## src/common/ldpc_pkg.sv

```systemverilog
package ldpc_pkg;

	// message and block sizes
	localparam int QUAN_SIZE         = 4; // bits per message
	localparam int CN_DEGREE         = 4; // submatrix columns per row
	localparam int CHECK_PARALLELISM = 2; // lanes per row chunk
	localparam int LAYER_NUM         = 3;
	localparam int ROW_CHUNK_NUM     = 2;
	localparam int CH_BUFF_DEPTH     = LAYER_NUM * ROW_CHUNK_NUM;
	localparam int ADDR_W            = $clog2(CH_BUFF_DEPTH);
	localparam int MSG_MAX           = 7; // saturation magnitude
	localparam int PIPE_LATENCY      = 3; // ram read, cnu, vnu

	// one signed message
	typedef logic signed [QUAN_SIZE-1:0] msg_t;

	// all lanes of one column
	typedef msg_t [CHECK_PARALLELISM-1:0] lane_msgs_t;

	// one row chunk, indexed [column][lane]
	typedef lane_msgs_t [CN_DEGREE-1:0] row_msgs_t;

	// hard decision bits, indexed [column][lane]
	typedef logic [CN_DEGREE-1:0][CHECK_PARALLELISM-1:0] hd_t;

	// follows a row chunk down the pipeline
	typedef struct packed {
		logic              valid;
		logic              last; // final chunk of the run
		logic [ADDR_W-1:0] addr;
	} row_tag_t;

	// host side buffer load
	typedef struct packed {
		logic              we_ch;  // write channel buffer
		logic              we_c2v; // write prior c2v buffer
		logic [ADDR_W-1:0] addr;
		row_msgs_t         ch;
		row_msgs_t         c2v;
	} ch_write_t;

	// one decoded row chunk
	typedef struct packed {
		row_tag_t  tag;
		row_msgs_t v2c; // extrinsic v2c
		row_msgs_t c2v; // newly updated c2v
		hd_t       hd;
	} row_result_t;

endpackage

```

## src/rtl/ch_msg_ram.sv

```systemverilog
`timescale 1ns/10ps

module ch_msg_ram #(
	parameter type payload_t = ldpc_pkg::row_msgs_t
) (
	input  logic                        read_clk,
	input  logic                        we,
	input  logic [ldpc_pkg::ADDR_W-1:0] waddr,
	input  payload_t                    din,
	input  logic                        rd_en,
	input  logic [ldpc_pkg::ADDR_W-1:0] raddr,
	output payload_t                    dout
);

	payload_t mem [ldpc_pkg::CH_BUFF_DEPTH]; // one entry per row chunk

	always_ff @(posedge read_clk) begin
		if (we) begin
			mem[waddr] <= din;
		end
	end

	// registered read, dout holds between reads
	always_ff @(posedge read_clk) begin
		if (rd_en) begin
			dout <= mem[raddr];
		end
	end

endmodule

```

## src/rtl/chunk_counter.sv

```systemverilog
`timescale 1ns/10ps

module chunk_counter (
	input  logic                        read_clk,
	input  logic                        arst_n,
	input  logic                        rd_en,
	output logic [ldpc_pkg::ADDR_W-1:0] rd_addr,
	output logic                        last_addr
);

	localparam logic [ldpc_pkg::ADDR_W-1:0] LAST = ldpc_pkg::ADDR_W'(ldpc_pkg::CH_BUFF_DEPTH - 1);

	logic [ldpc_pkg::ADDR_W-1:0] count;

	always_ff @(posedge read_clk or negedge arst_n) begin
		if (!arst_n) begin
			count <= '0;
		end else if (rd_en) begin
			if (last_addr) begin
				count <= '0; // wrap so the next run starts at row chunk 0
			end else begin
				count <= count + 1'b1;
			end
		end
	end

	assign rd_addr   = count;
	assign last_addr = (count == LAST);

endmodule

```

## src/rtl/decode_ctrl.sv

```systemverilog
`timescale 1ns/10ps

module decode_ctrl (
	input  logic               read_clk,
	input  logic               arst_n,
	input  logic               start,
	input  logic               last_addr,
	input  ldpc_pkg::row_tag_t out_tag,
	output logic               rd_en,
	output logic               busy,
	output logic               done
);

	typedef enum logic [1:0] {
		IDLE,
		RUN,   // issuing row chunk addresses
		DRAIN  // waiting for the last result
	} state_t;

	state_t state;
	state_t state_nxt;

	always_comb begin
		state_nxt = state;
		case (state)
			IDLE: begin
				if (start) begin
					state_nxt = RUN;
				end
			end
			RUN: begin
				if (rd_en && last_addr) begin // last address goes out this cycle
					state_nxt = DRAIN;
				end
			end
			DRAIN: begin
				if (done) begin
					state_nxt = IDLE;
				end
			end
			default: state_nxt = IDLE;
		endcase
	end

	always_ff @(posedge read_clk or negedge arst_n) begin
		if (!arst_n) begin
			state <= IDLE;
			rd_en <= 1'b0;
		end else begin
			state <= state_nxt;
			rd_en <= (state == RUN) && (state_nxt == RUN); // one cycle after entering RUN
		end
	end

	assign busy = (state != IDLE);
	assign done = (state == DRAIN) && out_tag.valid && out_tag.last;

endmodule

```

## src/pe/cnu_min_sum.sv

```systemverilog
`timescale 1ns/10ps

module cnu_min_sum (
	input  logic                read_clk,
	input  logic                arst_n,
	input  ldpc_pkg::row_tag_t  tag_in,
	input  ldpc_pkg::row_msgs_t v2c_in,
	input  ldpc_pkg::row_msgs_t ch_in,
	input  ldpc_pkg::row_msgs_t c2v_old_in,
	output ldpc_pkg::row_tag_t  tag_out,
	output ldpc_pkg::row_msgs_t c2v_out,
	output ldpc_pkg::row_msgs_t ch_out,
	output ldpc_pkg::row_msgs_t c2v_old_out
);

	localparam int MAG_W = ldpc_pkg::QUAN_SIZE - 1;
	localparam int IDX_W = $clog2(ldpc_pkg::CN_DEGREE);

	ldpc_pkg::row_msgs_t c2v_nxt;

	// -8 has no positive twin and is read as 7
	function automatic logic [MAG_W-1:0] msg_mag(input ldpc_pkg::msg_t m);
		ldpc_pkg::msg_t a;
		a = (m < 0) ? -m : m;
		return (a < 0) ? MAG_W'(ldpc_pkg::MSG_MAX) : a[MAG_W-1:0];
	endfunction

	always_comb begin
		logic [MAG_W-1:0]              mag [ldpc_pkg::CN_DEGREE];
		logic [ldpc_pkg::CN_DEGREE-1:0] neg;
		logic [MAG_W-1:0]              min1;
		logic [MAG_W-1:0]              min2;
		logic [MAG_W-1:0]              om;
		logic [IDX_W-1:0]              idx;
		logic                          sgn_all;
		c2v_nxt = '0;
		for (int l = 0; l < ldpc_pkg::CHECK_PARALLELISM; l++) begin
			min1    = MAG_W'(ldpc_pkg::MSG_MAX);
			min2    = MAG_W'(ldpc_pkg::MSG_MAX);
			idx     = '0;
			sgn_all = 1'b0;
			for (int c = 0; c < ldpc_pkg::CN_DEGREE; c++) begin
				mag[c]  = msg_mag(v2c_in[c][l]);
				neg[c]  = v2c_in[c][l][ldpc_pkg::QUAN_SIZE-1]; // zero counts as positive
				sgn_all = sgn_all ^ neg[c];
				if (mag[c] < min1) begin
					min2 = min1;
					min1 = mag[c];
					idx  = IDX_W'(c);
				end else if (mag[c] < min2) begin
					min2 = mag[c];
				end
			end
			// exclude each column's own contribution
			for (int c = 0; c < ldpc_pkg::CN_DEGREE; c++) begin
				om = (idx == IDX_W'(c)) ? min2 : min1;
				if (sgn_all ^ neg[c]) begin
					c2v_nxt[c][l] = -ldpc_pkg::msg_t'({1'b0, om});
				end else begin
					c2v_nxt[c][l] = ldpc_pkg::msg_t'({1'b0, om});
				end
			end
		end
	end

	always_ff @(posedge read_clk or negedge arst_n) begin
		if (!arst_n) begin
			tag_out <= '0;
		end else begin
			tag_out <= tag_in;
		end
	end

	// ch and prior c2v ride along to stay aligned with the new c2v
	always_ff @(posedge read_clk) begin
		c2v_out     <= c2v_nxt;
		ch_out      <= ch_in;
		c2v_old_out <= c2v_old_in;
	end

endmodule

```

## src/pe/vnu_update.sv

```systemverilog
`timescale 1ns/10ps

module vnu_update (
	input  logic                  read_clk,
	input  logic                  arst_n,
	input  ldpc_pkg::row_tag_t    tag_in,
	input  ldpc_pkg::row_msgs_t   ch_in,
	input  ldpc_pkg::row_msgs_t   c2v_new_in,
	input  ldpc_pkg::row_msgs_t   c2v_old_in,
	output ldpc_pkg::row_result_t res
);

	localparam int SUM_W = ldpc_pkg::QUAN_SIZE + 2; // room for three terms

	ldpc_pkg::row_tag_t  tag_q;
	ldpc_pkg::row_msgs_t v2c_nxt;
	ldpc_pkg::row_msgs_t v2c_q;
	ldpc_pkg::row_msgs_t c2v_q;
	ldpc_pkg::hd_t       hd_nxt;
	ldpc_pkg::hd_t       hd_q;

	function automatic ldpc_pkg::msg_t sat_msg(input logic signed [SUM_W-1:0] x);
		if (x > ldpc_pkg::MSG_MAX) begin
			return ldpc_pkg::msg_t'(ldpc_pkg::MSG_MAX);
		end else if (x < -ldpc_pkg::MSG_MAX) begin
			return ldpc_pkg::msg_t'(-ldpc_pkg::MSG_MAX);
		end
		return ldpc_pkg::msg_t'(x);
	endfunction

	always_comb begin
		ldpc_pkg::msg_t         ch;
		ldpc_pkg::msg_t         c2v_new;
		ldpc_pkg::msg_t         c2v_old;
		ldpc_pkg::msg_t         post;
		logic signed [SUM_W-1:0] sum2;
		logic signed [SUM_W-1:0] sum3;
		for (int c = 0; c < ldpc_pkg::CN_DEGREE; c++) begin
			for (int l = 0; l < ldpc_pkg::CHECK_PARALLELISM; l++) begin
				ch      = ch_in[c][l];
				c2v_new = c2v_new_in[c][l];
				c2v_old = c2v_old_in[c][l];
				sum2    = ch + c2v_new;           // extrinsic toward the next layer
				sum3    = ch + c2v_new + c2v_old; // full posterior
				post    = sat_msg(sum3);
				v2c_nxt[c][l] = sat_msg(sum2);
				hd_nxt[c][l]  = post[ldpc_pkg::QUAN_SIZE-1];
			end
		end
	end

	always_ff @(posedge read_clk or negedge arst_n) begin
		if (!arst_n) begin
			tag_q <= '0;
		end else begin
			tag_q <= tag_in;
		end
	end

	always_ff @(posedge read_clk) begin
		v2c_q <= v2c_nxt;
		c2v_q <= c2v_new_in;
		hd_q  <= hd_nxt;
	end

	assign res = '{tag: tag_q, v2c: v2c_q, c2v: c2v_q, hd: hd_q};

endmodule

```

## src/rtl/ldpc_row_decoder.sv

```systemverilog
`timescale 1ns/10ps

module ldpc_row_decoder (
	input  logic                  read_clk,
	input  logic                  arst_n,
	input  logic                  start,
	input  ldpc_pkg::ch_write_t   wr,
	output logic                  busy,
	output logic                  done,
	output ldpc_pkg::row_result_t res
);

	logic                        rd_en;
	logic                        last_addr;
	logic [ldpc_pkg::ADDR_W-1:0] rd_addr;

	ldpc_pkg::row_tag_t  rd_tag;    // tag of the address being issued
	ldpc_pkg::row_tag_t  fetch_tag; // aligned with ram read data
	ldpc_pkg::row_tag_t  cnu_tag;
	ldpc_pkg::row_msgs_t ch_row;
	ldpc_pkg::row_msgs_t c2v_old_row;
	ldpc_pkg::row_msgs_t cnu_c2v;
	ldpc_pkg::row_msgs_t cnu_ch;
	ldpc_pkg::row_msgs_t cnu_c2v_old;

	decode_ctrl u_decode_ctrl (
		.read_clk  (read_clk),
		.arst_n    (arst_n),
		.start     (start),
		.last_addr (last_addr),
		.out_tag   (res.tag),
		.rd_en     (rd_en),
		.busy      (busy),
		.done      (done)
	);

	chunk_counter u_chunk_counter (
		.read_clk  (read_clk),
		.arst_n    (arst_n),
		.rd_en     (rd_en),
		.rd_addr   (rd_addr),
		.last_addr (last_addr)
	);

	assign rd_tag = '{valid: rd_en, last: rd_en & last_addr, addr: rd_addr};

	// tag flop matching the one-cycle ram read
	always_ff @(posedge read_clk or negedge arst_n) begin
		if (!arst_n) begin
			fetch_tag <= '0;
		end else begin
			fetch_tag <= rd_tag;
		end
	end

	// channel messages, also the first-pass v2c
	ch_msg_ram #(
		.payload_t (ldpc_pkg::row_msgs_t)
	) u_ch_ram (
		.read_clk (read_clk),
		.we       (wr.we_ch),
		.waddr    (wr.addr),
		.din      (wr.ch),
		.rd_en    (rd_en),
		.raddr    (rd_addr),
		.dout     (ch_row)
	);

	// c2v left by the other layers
	ch_msg_ram #(
		.payload_t (ldpc_pkg::row_msgs_t)
	) u_c2v_ram (
		.read_clk (read_clk),
		.we       (wr.we_c2v),
		.waddr    (wr.addr),
		.din      (wr.c2v),
		.rd_en    (rd_en),
		.raddr    (rd_addr),
		.dout     (c2v_old_row)
	);

	cnu_min_sum u_cnu (
		.read_clk    (read_clk),
		.arst_n      (arst_n),
		.tag_in      (fetch_tag),
		.v2c_in      (ch_row),
		.ch_in       (ch_row),
		.c2v_old_in  (c2v_old_row),
		.tag_out     (cnu_tag),
		.c2v_out     (cnu_c2v),
		.ch_out      (cnu_ch),
		.c2v_old_out (cnu_c2v_old)
	);

	vnu_update u_vnu (
		.read_clk   (read_clk),
		.arst_n     (arst_n),
		.tag_in     (cnu_tag),
		.ch_in      (cnu_ch),
		.c2v_new_in (cnu_c2v),
		.c2v_old_in (cnu_c2v_old),
		.res        (res)
	);

endmodule

```

## config.mk

```make
export PLATFORM = sky130hd
export DESIGN_NAME = ldpc_row_decoder
export DESIGN_NICKNAME = d
export VERILOG_FILES = /design/src/common/ldpc_pkg.sv /design/src/rtl/ch_msg_ram.sv /design/src/rtl/chunk_counter.sv /design/src/rtl/decode_ctrl.sv /design/src/pe/cnu_min_sum.sv /design/src/pe/vnu_update.sv /design/src/rtl/ldpc_row_decoder.sv
export SDC_FILE = /design/constraint.sdc
export NUM_CORES = 1
export LEC_CHECK = 0
export BUFFER_PORTS_ARGS = -buffer_cell sky130_fd_sc_hd__buf_4
export CORE_MARGIN = 4
export CORE_UTILIZATION = 45
export DETAILED_ROUTE_END_ITERATION = 7
export PLACE_DENSITY_LB_ADDON = 0.12
export SLEW_MARGIN = 30
export SYNTH_ARGS = -nofsm -noshare
export SYNTH_HDL_FRONTEND = slang
export SYNTH_HIERARCHICAL = 1
export SYNTH_SLANG_ARGS = --single-unit
```

## constraint.sdc

```tcl
create_clock -name read_clk -period 14.69 [get_ports read_clk]
set_input_delay 2.2035 -clock read_clk [delete_from_list [all_inputs] [get_ports read_clk]]
set_output_delay 2.2035 -clock read_clk [all_outputs]
set_load 0.005 [all_outputs]
```

==> results.yml, run 1 <==
clock_tree:
  cts.root.buffer_cell: "sky130_fd_sc_hd__clkbuf_16"
  postCtsHoldBufs: 0
  clk_latency_ps: 600
  clk_pin_slew_worst_paths_ps: 60
  cts.path.max_buffers: 3
  cts_htree_levels: 3
  post_cts_buffers: 0
  clock_sink_count: 637
  cts.repair.resized: 0
  cts_tree: "yes"
  cts_made_buffers: 68
worst_setup_path:
  crit_path_max_fanout: 11
  crit_end: "u_cnu/c2v_out[22]"
  ff2ff_setup_slack_ps: 7850
  timing_worst_setup_path_type: "reg2reg"
  crit-reg2reg-launch: "u_ch_ram/dout[12]"
  worst_r2r_path_depth: 25
  worst_setup_path_end_kind: "flip-flop"
  worst_r2r_endpoint: "u_cnu/c2v_out[22]"
  crit_arrival_ps: 7310
  critPathRequiredTime_ps: 15160
  startpoint_type: "flip-flop"
  crit_path_start: "u_ch_ram/dout[12]"
timing:
  setup_violations: 0
  setup-tns-final_ps: 0
  setup_repair_after_global_routing_missed_its_margin: "false"
  clock-skew-final_ps: 24.18
  slew-limit-headroom_pct: 37.28
  hold-worst-slack_ps: 340.3
  timing_worst_slew_pin_value_ps: 940.9
  period_share_pct: 46.59
  fin_crit_ps: 6844
  timing.final.max_slew_violations: 0
  clock.fmax_mhz: 146.1
  timing_hold_violations_final: 0
yosys:
  synth_edf_count: 448
  synthesis.yosys.warnings: 6
  post_synth_num_cell_types: 94
  synth.net_count: 2000
  synth-seq-cells: 637
  mapped_cell_area_um2: 26600
  top_ff_cell_synth: "sky130_fd_sc_hd__edfxtp_1"
  synth_seq_area_share_pct: 65.21
  synthesized_netlist_cell_count: 1810
  async_reset_ff_share_pct: 3.297
  syn-mean-instance-area_um2: 14.69
cells_and_area:
  area_growth_syn_to_layout_pct: 15.82
  drive_gt1_share_pct: 19.28
  antennaDiodeCount: 0
  postLayoutCoreUtil_pct: 52.98
  nNetsFinal: 2179
  fin_cells: 2809
floorplanning:
  core_region_area_um2: 58140
  die_area_um2: 63050
  core.rowCount: 88
  die_y_um: 251.1
  num_io_pins: 151
  die_w_um: 251.1
  initial_core_util_pct: 45.75
global_route:
  wire_length_of_the_first_global_routing_pass_um: 87150
  antenna_found_initial: 0
  largest_net_degree_at_the_start_of_global_routing: 63
  grt_overflow_total: 0
  first_global_vias: 14810
  grt_use_total_pct: 17.89
placement:
  numPortBuffers: 150
  place_congestion: 0.8443
  hpwlAfterDp_um: 37020
  post-place-cells: 2684
detailed_routing:
  routed_length_per_placed_instance_um: 20.38
  dr_total_vias: 14940
  postRouteAntennaNets: 0
  route.final.wire_length_um: 57250
  first_pass_iters: 5
  drc_errors: 0
  drt_iter0_drc: 803
  vias_per_cell: 5.318
outcome:
  status: "completed"
hold_path:
  timing.hold.worst.class: "reg2reg"
run:
  drv_cap: 0
## cell usage in the layout (no fill, tap or decap), types with 14 or more instances in the layout
master,synthesis,routed
sky130_fd_sc_hd__nor3_1,25,21
sky130_fd_sc_hd__nor2_1,87,77
sky130_fd_sc_hd__nor2b_1,28,26
sky130_fd_sc_hd__mux2i_1,212,212
sky130_fd_sc_hd__a22o_1,73,73
sky130_fd_sc_hd__dfxtp_1,168,168
sky130_fd_sc_hd__nand2_1,35,35
sky130_fd_sc_hd__clkbuf_16,0,70
sky130_fd_sc_hd__xor2_1,21,21
sky130_fd_sc_hd__buf_4,14,168
sky130_fd_sc_hd__edfxtp_1,448,448
sky130_fd_sc_hd__xnor2_1,22,22
sky130_fd_sc_hd__a21o_1,19,19
sky130_fd_sc_hd__inv_1,83,83
sky130_fd_sc_hd__clkinv_2,0,17
sky130_fd_sc_hd__a31oi_1,18,18
sky130_fd_sc_hd__a21oi_1,100,100
sky130_fd_sc_hd__o21ai_0,48,48
sky130_fd_sc_hd__dfrtp_1,21,18
sky130_fd_sc_hd__ha_1,110,110
sky130_fd_sc_hd__o22ai_1,14,14
sky130_fd_sc_hd__nand2b_1,18,18
sky130_fd_sc_hd__a21oi_2,21,21
## per-layer routing
layer,vias up,part of all wire (%),global-route usage [%]
li1,7182,-,-
met1,7398,45,24.20
met2,272,48,29.61
met3,87,4.1,3.549
met4,0,2.7,5.167
met5,-,0,0
## kinds of logic after synthesis
kind of cell / Yosys count / synth area share, %
multiplexers: 229 / 8.849
buffers and inverters: 151 / 2.922
adder cells (fa/ha/maj): 126 / 6.088
AND/OR/NAND/NOR: 227 / 4.399
AO/OA/AOI/OAI: 396 / 11.06
XOR/XNOR: 44 / 1.477
flip-flops: 637 / 65.21
## area by class of cell
cell class | instances | area, um^2
fill | 4806 | 27330
sequential | 637 | 17350
multi-input combinational | 1022 | 8547
clock buffer | 90 | 1897
timing repair buffer | 174 | 1394
tap | 765 | 957.2
clock inverter | 35 | 331.6
inverter | 86 | 325.3
## per-stage QoR
step                      cell area (um^2)  setup WS [ps]
after CTS                            30790           7952
after floorplan                      26600           9133
final                                30800           7846
after global routing                 30800           7256
after global placement               28460           8102
after detailed placement             28570           7948
## how the worst min path moves through the flow
stage                  startpoint                    end  slack (ps)  depth (start not counted)
3_3_place_gp    u_c2v_ram/dout[6]   u_cnu/c2v_old_out[6]         330                          0
5_1_grt        u_c2v_ram/dout[23]  u_cnu/c2v_old_out[23]         350                          0
2_1_floorplan   u_c2v_ram/dout[0]   u_cnu/c2v_old_out[0]         320                          0
3_5_place_dp    u_c2v_ram/dout[3]   u_cnu/c2v_old_out[3]         330                          0
4_1_cts        u_c2v_ram/dout[13]  u_cnu/c2v_old_out[13]         340                          0
6_report       u_c2v_ram/dout[13]  u_cnu/c2v_old_out[13]         340                          0
## cell usage after synthesis, types with 8 or more instances
master                     instances  area [um^2]
sky130_fd_sc_hd__nor2_1           87        326.6
sky130_fd_sc_hd__a21oi_2          21        183.9
sky130_fd_sc_hd__o21ai_0          48        240.2
sky130_fd_sc_hd__buf_6             9        101.4
sky130_fd_sc_hd__a31oi_1          18        112.6
sky130_fd_sc_hd__a22o_1           73        639.4
sky130_fd_sc_hd__nor2b_1          28        175.2
sky130_fd_sc_hd__a21oi_1         100        500.5
sky130_fd_sc_hd__buf_4            14        105.1
sky130_fd_sc_hd__a21o_1           19        142.6
sky130_fd_sc_hd__mux2i_1         212         2122
sky130_fd_sc_hd__dfrtp_1          21        525.5
sky130_fd_sc_hd__fa_1              8        160.2
sky130_fd_sc_hd__mux2_2            8        90.09
sky130_fd_sc_hd__inv_1            83        311.6
sky130_fd_sc_hd__a211oi_1          8        60.06
sky130_fd_sc_hd__buf_2            19        95.09
sky130_fd_sc_hd__o21bai_1         11        82.58
sky130_fd_sc_hd__nand2_1          35        131.4
sky130_fd_sc_hd__edfxtp_1        448        13450
sky130_fd_sc_hd__dfxtp_1         168         3363
sky130_fd_sc_hd__o22ai_1          14        87.58
sky130_fd_sc_hd__xnor2_1          22        192.7
sky130_fd_sc_hd__clkbuf_1         12        45.04
sky130_fd_sc_hd__xor2_1           21        183.9
sky130_fd_sc_hd__nand2b_1         18        112.6
sky130_fd_sc_hd__ha_1            110         1376
sky130_fd_sc_hd__nor3_1           25        125.1
## sequential cells by signal, indices dropped and copies added, names as in the netlist
| register | count |
|---|---|
| u_c2v_ram/dout | 32 |
| u_ch_ram/mem | 192 |
| u_cnu/c2v_out | 32 |
| u_cnu/tag_out | 5 |
| u_c2v_ram/mem | 192 |
| u_cnu/c2v_old_out | 32 |
| u_decode_ctrl/rd_en | 1 |
| u_cnu/ch_out | 32 |
| fetch_tag | 5 |
| u_decode_ctrl/state | 2 |
| u_chunk_counter/rd_addr | 3 |
| u_ch_ram/dout | 32 |
| u_vnu/res | 77 |
## critical path, cell delays in order, from the launching register on
cell,delay [ps]
sky130_fd_sc_hd__edfxtp_1,530
sky130_fd_sc_hd__inv_1,90
sky130_fd_sc_hd__ha_1,220
sky130_fd_sc_hd__o21ai_0,80
sky130_fd_sc_hd__a21oi_1,90
sky130_fd_sc_hd__a31oi_1,280
sky130_fd_sc_hd__ha_1,330
sky130_fd_sc_hd__nand2b_1,180
sky130_fd_sc_hd__or3_1,350
sky130_fd_sc_hd__o211ai_1,400
sky130_fd_sc_hd__o21ai_0,470
sky130_fd_sc_hd__ha_1,410
sky130_fd_sc_hd__nor2_1,40
sky130_fd_sc_hd__o21bai_1,450
sky130_fd_sc_hd__o31a_1,530
sky130_fd_sc_hd__nor2_1,80
sky130_fd_sc_hd__a21o_1,190
sky130_fd_sc_hd__ha_1,300
sky130_fd_sc_hd__nor2b_1,50
sky130_fd_sc_hd__nor3_1,460
sky130_fd_sc_hd__nand2_1,190
sky130_fd_sc_hd__o21ai_1,250
sky130_fd_sc_hd__a21o_1,180
sky130_fd_sc_hd__mux2i_2,310
sky130_fd_sc_hd__o21ai_2,90
sky130_fd_sc_hd__xor2_1,160
Power of run 1 is left out: the tool's default activity adds up to more than one toggle a clock period on the data nets, which glitch-free logic cannot reach.
==> run 2: changes to the inputs <==
==> constraint.sdc (replaced) <==
create_clock -name read_clk -period 6.1 [get_ports read_clk]
set_input_delay 0.915 -clock read_clk [delete_from_list [all_inputs] [get_ports read_clk]]
set_output_delay 0.915 -clock read_clk [all_outputs]
set_load 0.005 [all_outputs]
==> results.yml, run 2 (same netlist as run 1, synthesis figures left out) <==
cells_and_area:
  area_growth_syn_to_layout_pct: 16.18
  fillCellCount: 4766
  nNetsFinal: 2184
  layout_commonest_cell: "sky130_fd_sc_hd__edfxtp_1"
  ff_latch_area_um2: 17350
  multiInputGateArea_um2: 8563
  drive_gt1_share_pct: 19.52
  layout.cells.most_common_list: "sky130_fd_sc_hd__edfxtp_1 (448), sky130_fd_sc_hd__mux2i_1 (212), sky130_fd_sc_hd__buf_4 (175)"
  fin_cells: 2815
  postLayoutCoreUtil_pct: 53.15
clock_tree:
  clk_latency_ps: 600
  cts_tree: "yes"
  cts.path.max_buffers: 3
  clock_sink_count: 637
  clk_pin_slew_worst_paths_ps: 60
  cts_made_buffers: 70
  postCtsHoldBufs: 0
  cts_htree_levels: 3
  cts.root.buffer_cell: "sky130_fd_sc_hd__clkbuf_16"
floorplanning:
  core.rowCount: 88
  num_io_pins: 151
  core_region_area_um2: 58140
  die_area_um2: 63050
  die_y_um: 251.1
  die_w_um: 251.1
  initial_core_util_pct: 45.75
worst_setup_path:
  crit-reg2reg-launch: "u_ch_ram/dout[5]"
  startpoint_type: "flip-flop"
  crit_arrival_ps: 6180
  critPathRequiredTime_ps: 6580
  crit_path_max_fanout: 11
  worst_setup_path_end_kind: "flip-flop"
  ff2ff_setup_slack_ps: 390
  crit_path_start: "u_ch_ram/dout[5]"
  worst_r2r_endpoint: "u_cnu/c2v_out[22]"
  crit_end: "u_cnu/c2v_out[22]"
  timing_worst_setup_path_type: "reg2reg"
  worst_r2r_path_depth: 24
detailed_routing:
  routed_length_per_placed_instance_um: 20.60
  drc_errors: 0
  postRouteAntennaNets: 0
  vias_per_cell: 5.328
  drt_iter0_drc: 911
  dr_total_vias: 15000
  route.final.wire_length_um: 58000
  first_pass_iters: 5
timing:
  clock-skew-final_ps: 17.01
  timing.final.max_slew_violations: 0
  clock.fmax_mhz: 175.3
  timing_worst_slew_pin_value_ps: 855.8
  timing_hold_violations_final: 0
  final_critical_path_setup_slack_ps: 394.5
  setup_violations: 0
  slew-limit-headroom_pct: 42.95
  fin_crit_ps: 5706
  period_share_pct: 93.53
global_route:
  grt_use_total_pct: 18.24
  antenna_found_initial: 3
  largest_net_degree_at_the_start_of_global_routing: 101
  first_global_vias: 15230
  wire_length_of_the_first_global_routing_pass_um: 89350
  gr-usage-met1_pct: 24.63
  grt_overflow_total: 0
  gr-usage-met3_pct: 3.476
  grt.busiest_layer: "met2"
  grtUsageMet2_pct: 30.08
outcome:
  status: "completed"
placement:
  hpwlAfterDp_um: 36770
  pre_cts_ws_ps: 320.8
  numPortBuffers: 150
  post-place-cells: 2685
  place_congestion: 0.8570
run:
  drv_cap: 0
hold_path:
  timing.hold.worst.class: "in2async"
## run 2: how the worst min path moves through the flow
stage | startpoint | end | slack, ps | cells after the start
finish | arst_n | u_cnu/tag_out[0] | 190 | 1
global route | arst_n | u_cnu/tag_out[0] | 180 | 1
CTS | arst_n | u_cnu/tag_out[0] | 170 | 1
detailed placement | u_c2v_ram/dout[30] | u_cnu/c2v_old_out[30] | 330 | 0
global placement | u_c2v_ram/dout[4] | u_cnu/c2v_old_out[4] | 330 | 0
floorplan | u_c2v_ram/dout[0] | u_cnu/c2v_old_out[0] | 320 | 0
## run 2: timing repair
item | CTS | global route
endpoints found under the setup margin | 0 | 12
gates resized for setup | 0 | 4
buffers inserted | 0 | 2
## run 2: metrics by stage
| stage | instance area, um^2 | setup TNS (ps) | hold WS, ps |
|---|---|---|---|
| detailed placement | 28520 | 0 | 327.8 |
| global route | 30900 | -84.03 | 178.9 |
| global placement | 28520 | 0 | 326.6 |
| CTS | 30870 | 0 | 168.0 |
| floorplan | 26600 | 0 | 323.3 |
| finish | 30900 | 0 | 193.8 |
## run 2: layer usage
layer / share of wire [%] / wire length [um]
met2: 48 / 27670
met1: 45 / 26120
met4: 2.8 / 1605
met5: 0 / 0
met3: 4.5 / 2609
## run 2: worst max-delay path, cell delays in order, from the launching register on
cell,delay (ps)
sky130_fd_sc_hd__edfxtp_1,470
sky130_fd_sc_hd__inv_1,70
sky130_fd_sc_hd__ha_1,200
sky130_fd_sc_hd__o21ai_0,80
sky130_fd_sc_hd__a21oi_1,80
sky130_fd_sc_hd__a31oi_1,260
sky130_fd_sc_hd__ha_1,330
sky130_fd_sc_hd__nand2b_1,170
sky130_fd_sc_hd__or3_1,350
sky130_fd_sc_hd__o211ai_1,130
sky130_fd_sc_hd__o21ai_0,160
sky130_fd_sc_hd__ha_1,240
sky130_fd_sc_hd__or4_4,520
sky130_fd_sc_hd__o31a_1,470
sky130_fd_sc_hd__nor2_1,230
sky130_fd_sc_hd__a21o_1,220
sky130_fd_sc_hd__ha_1,270
sky130_fd_sc_hd__nor2_1,100
sky130_fd_sc_hd__nor2_1,40
sky130_fd_sc_hd__nor2_1,120
sky130_fd_sc_hd__a21o_1,350
sky130_fd_sc_hd__a21o_1,150
sky130_fd_sc_hd__mux2i_2,310
sky130_fd_sc_hd__o21ai_2,90
sky130_fd_sc_hd__xor2_1,150
## run 2: final cells by class
| cell class | count | area share, % |
|---|---|---|
| Inverter | 86 | 1.053 |
| Timing Repair Buffer | 177 | 4.381 |
| Sequential cell | 637 | 56.15 |
| Clock buffer | 90 | 6.110 |
| Clock inverter | 37 | 1.486 |
| Multi-Input combinational cell | 1022 | 27.71 |
| Tap cell | 765 | 3.098 |
| Antenna cell | 1 | 0.008098 |
Power of run 2 is left out for the same reason.
==> run 3: changes to the inputs <==
--- a/config.mk
+++ b/config.mk
@@ -5,6 +5,7 @@
 export SDC_FILE = /design/constraint.sdc
 export NUM_CORES = 1
 export LEC_CHECK = 0
+export ABC_AREA = 1
 export BUFFER_PORTS_ARGS = -buffer_cell sky130_fd_sc_hd__buf_4
 export CORE_MARGIN = 4
 export CORE_UTILIZATION = 45
==> results.yml, run 3 <==
timing:
  clock-skew-final_ps: 15.66
  setup_violations: 0
  period_share_pct: 83.61
  clock.fmax_mhz: 196.1
  setup_repair_after_global_routing_missed_its_margin: "false"
  fin_crit_ps: 5100
  timing.final.max_slew_violations: 0
  timing_worst_slew_pin_value_ps: 823.9
  timing_hold_violations_final: 0
  setup-tns-final_ps: 0
  slew-limit-headroom_pct: 45.07
yosys:
  top_ff_cell_synth: "sky130_fd_sc_hd__edfxtp_1"
  synth.net_count: 2558
  synth.top_cell.area_share_pct: 51.17
  synth-seq-cells: 637
  synth.top_cells.by_count: "sky130_fd_sc_hd__nand2_1 (571), sky130_fd_sc_hd__edfxtp_1 (448), sky130_fd_sc_hd__nand3_1 (286), sky130_fd_sc_hd__nor2_1 (193), sky130_fd_sc_hd__inv_1 (191)"
  synth.most_common_cell: "sky130_fd_sc_hd__nand2_1"
  mapped_cell_area_um2: 26290
  async_reset_ff_share_pct: 3.297
  syn-mean-instance-area_um2: 11.10
  synth.top_cells.by_area: "sky130_fd_sc_hd__edfxtp_1 (51%), sky130_fd_sc_hd__dfxtp_1 (13%), sky130_fd_sc_hd__nand2_1 (8.2%)"
  synth_area_leader_cell: "sky130_fd_sc_hd__edfxtp_1"
  synth_edf_count: 448
  synthesized_netlist_cell_count: 2368
  synth_seq_area_share_pct: 65.96
  post_synth_num_cell_types: 46
  synthesis.yosys.warnings: 6
placement:
  place_congestion: 0.8350
  post_dp_cell_area_um2: 28130
  hpwlAfterDp_um: 36610
  numPortBuffers: 150
worst_setup_path:
  timing.critical_path.mode_cell: "sky130_fd_sc_hd__inv_1"
  worst_r2r_path_depth: 35
  worst_r2r_endpoint: "u_cnu/c2v_out[14]"
  crit_path_start: "u_ch_ram/dout[4]"
  crit_slowest_cell: "sky130_fd_sc_hd__edfxtp_1"
  startpoint_type: "flip-flop"
  timing_worst_setup_path_type: "reg2reg"
  worst_setup_path_end_kind: "flip-flop"
  crit_end: "u_cnu/c2v_out[14]"
  ff2ff_setup_slack_ps: 1000
  critPathRequiredTime_ps: 6590
  crit_arrival_ps: 5590
  crit-reg2reg-launch: "u_ch_ram/dout[4]"
  crit_path_max_fanout: 15
  slowest_delay_ps: 370
floorplanning:
  initial_core_util_pct: 45.48
  die_w_um: 249.7
  die_y_um: 249.7
  core.rowCount: 88
  die_area_um2: 62360
  num_io_pins: 151
  core_region_area_um2: 57810
detailed_routing:
  routed_length_per_placed_instance_um: 17.49
  postRouteAntennaNets: 0
  met1_length_um: 26580
  first_pass_iters: 5
  drc_errors: 0
  route.top_layer_used: "met5"
  dr_total_vias: 16800
  vias_per_cell: 5.010
  detailroute.wirelength.met3_um: 2702
  drt_iter0_drc: 893
  route.final.wire_length_um: 58650
  met2RoutedLength_um: 27940
cells_and_area:
  area_growth_syn_to_layout_pct: 15.83
  stdcell_area_um2: 30450
  drive_gt1_share_pct: 14.68
  layout_commonest_cell: "sky130_fd_sc_hd__nand2_1"
  layout.cells.most_common_list: "sky130_fd_sc_hd__nand2_1 (571), sky130_fd_sc_hd__edfxtp_1 (448), sky130_fd_sc_hd__nand3_1 (286)"
  nNetsFinal: 2728
global_route:
  grt_use_total_pct: 18.59
  wire_length_of_the_first_global_routing_pass_um: 91500
  first_global_vias: 16340
  antenna_found_initial: 1
  largest_net_degree_at_the_start_of_global_routing: 97
  grt_overflow_total: 0
clock_tree:
  clk_pin_slew_worst_paths_ps: 60
  postCtsHoldBufs: 0
  clock_sink_count: 637
  cts_tree: "yes"
  cts_made_buffers: 69
  cts.root.buffer_cell: "sky130_fd_sc_hd__clkbuf_16"
  cts.path.max_buffers: 3
  cts_htree_levels: 3
  clk_latency_ps: 590
  post_cts_buffers: 0
  cts.repair.resized: 0
outcome:
  status: "completed"
run:
  drv_cap: 0
hold_path:
  timing.hold.worst.class: "in2async"
[run 3: critical path, delay by kind of cell (launching register included)]
family	cells	cell delay, ps
and+or+nand+nor	15	1470
AOI/OAI and AO/OA	6	1200
adders and majority gates	4	990
buffers and inverters	10	970
DFF	1	370
[run 3: per-stage QoR]
step | hold WS (ps) | utilization (%) | cells | worst slack, ps
2_1_floorplan | 323.3 | - | 2368 | 1684
5_1_grt | 182.0 | 52.68 | 3353 | 547.3
4_1_cts | 157.6 | 52.67 | 3353 | 1039
3_5_place_dp | 326.9 | 48.67 | 3232 | 1017
6_report | 190.9 | 52.68 | 3354 | 1000
3_3_place_gp | 324.1 | 48.66 | 3232 | 1333
[run 3: cell families after synthesis]
logic type	Yosys count	share of synthesized area [%]
adder cells (fa/ha/maj)	118	5.844
AO/OA/AOI/OAI	160	3.479
buffers and inverters	282	4.702
AND/OR/NAND/NOR	1147	19.22
XOR/XNOR	24	0.7995
flip-flops	637	65.96
[run 3: cell type report]
cell class	count	area, um^2
Clock inverter	28	349.1
Clock buffer	93	1963
Inverter	210	798.3
Timing Repair Buffer	171	1291
Sequential cell	637	17350
Antenna cell	1	2.502
Multi-Input combinational cell	1449	7745
Fill cell	4985	27350
Tap cell	765	957.2
[run 3: worst min path at each step]
stage / startpoint / to / slack, ps / depth (start not counted)
2_1_floorplan: u_c2v_ram/dout[0] / u_cnu/c2v_old_out[0] / 320 / 0
3_3_place_gp: u_c2v_ram/dout[14] / u_cnu/c2v_old_out[14] / 320 / 0
3_5_place_dp: u_c2v_ram/dout[7] / u_cnu/c2v_old_out[7] / 330 / 0
4_1_cts: arst_n / fetch_tag[4] / 160 / 1
5_1_grt: arst_n / fetch_tag[4] / 180 / 1
6_report: arst_n / fetch_tag[4] / 190 / 1
[run 3: layer usage]
| metal | track usage, % | vias up |
|---|---|---|
| met1 | 25.51 | 8038 |
| met2 | 30.56 | 333 |
| li1 | - | 8335 |
| met4 | 5.355 | 2 |
| met3 | 3.408 | 94 |
| met5 | 0 | - |
Power of run 3 is left out for the same reason.
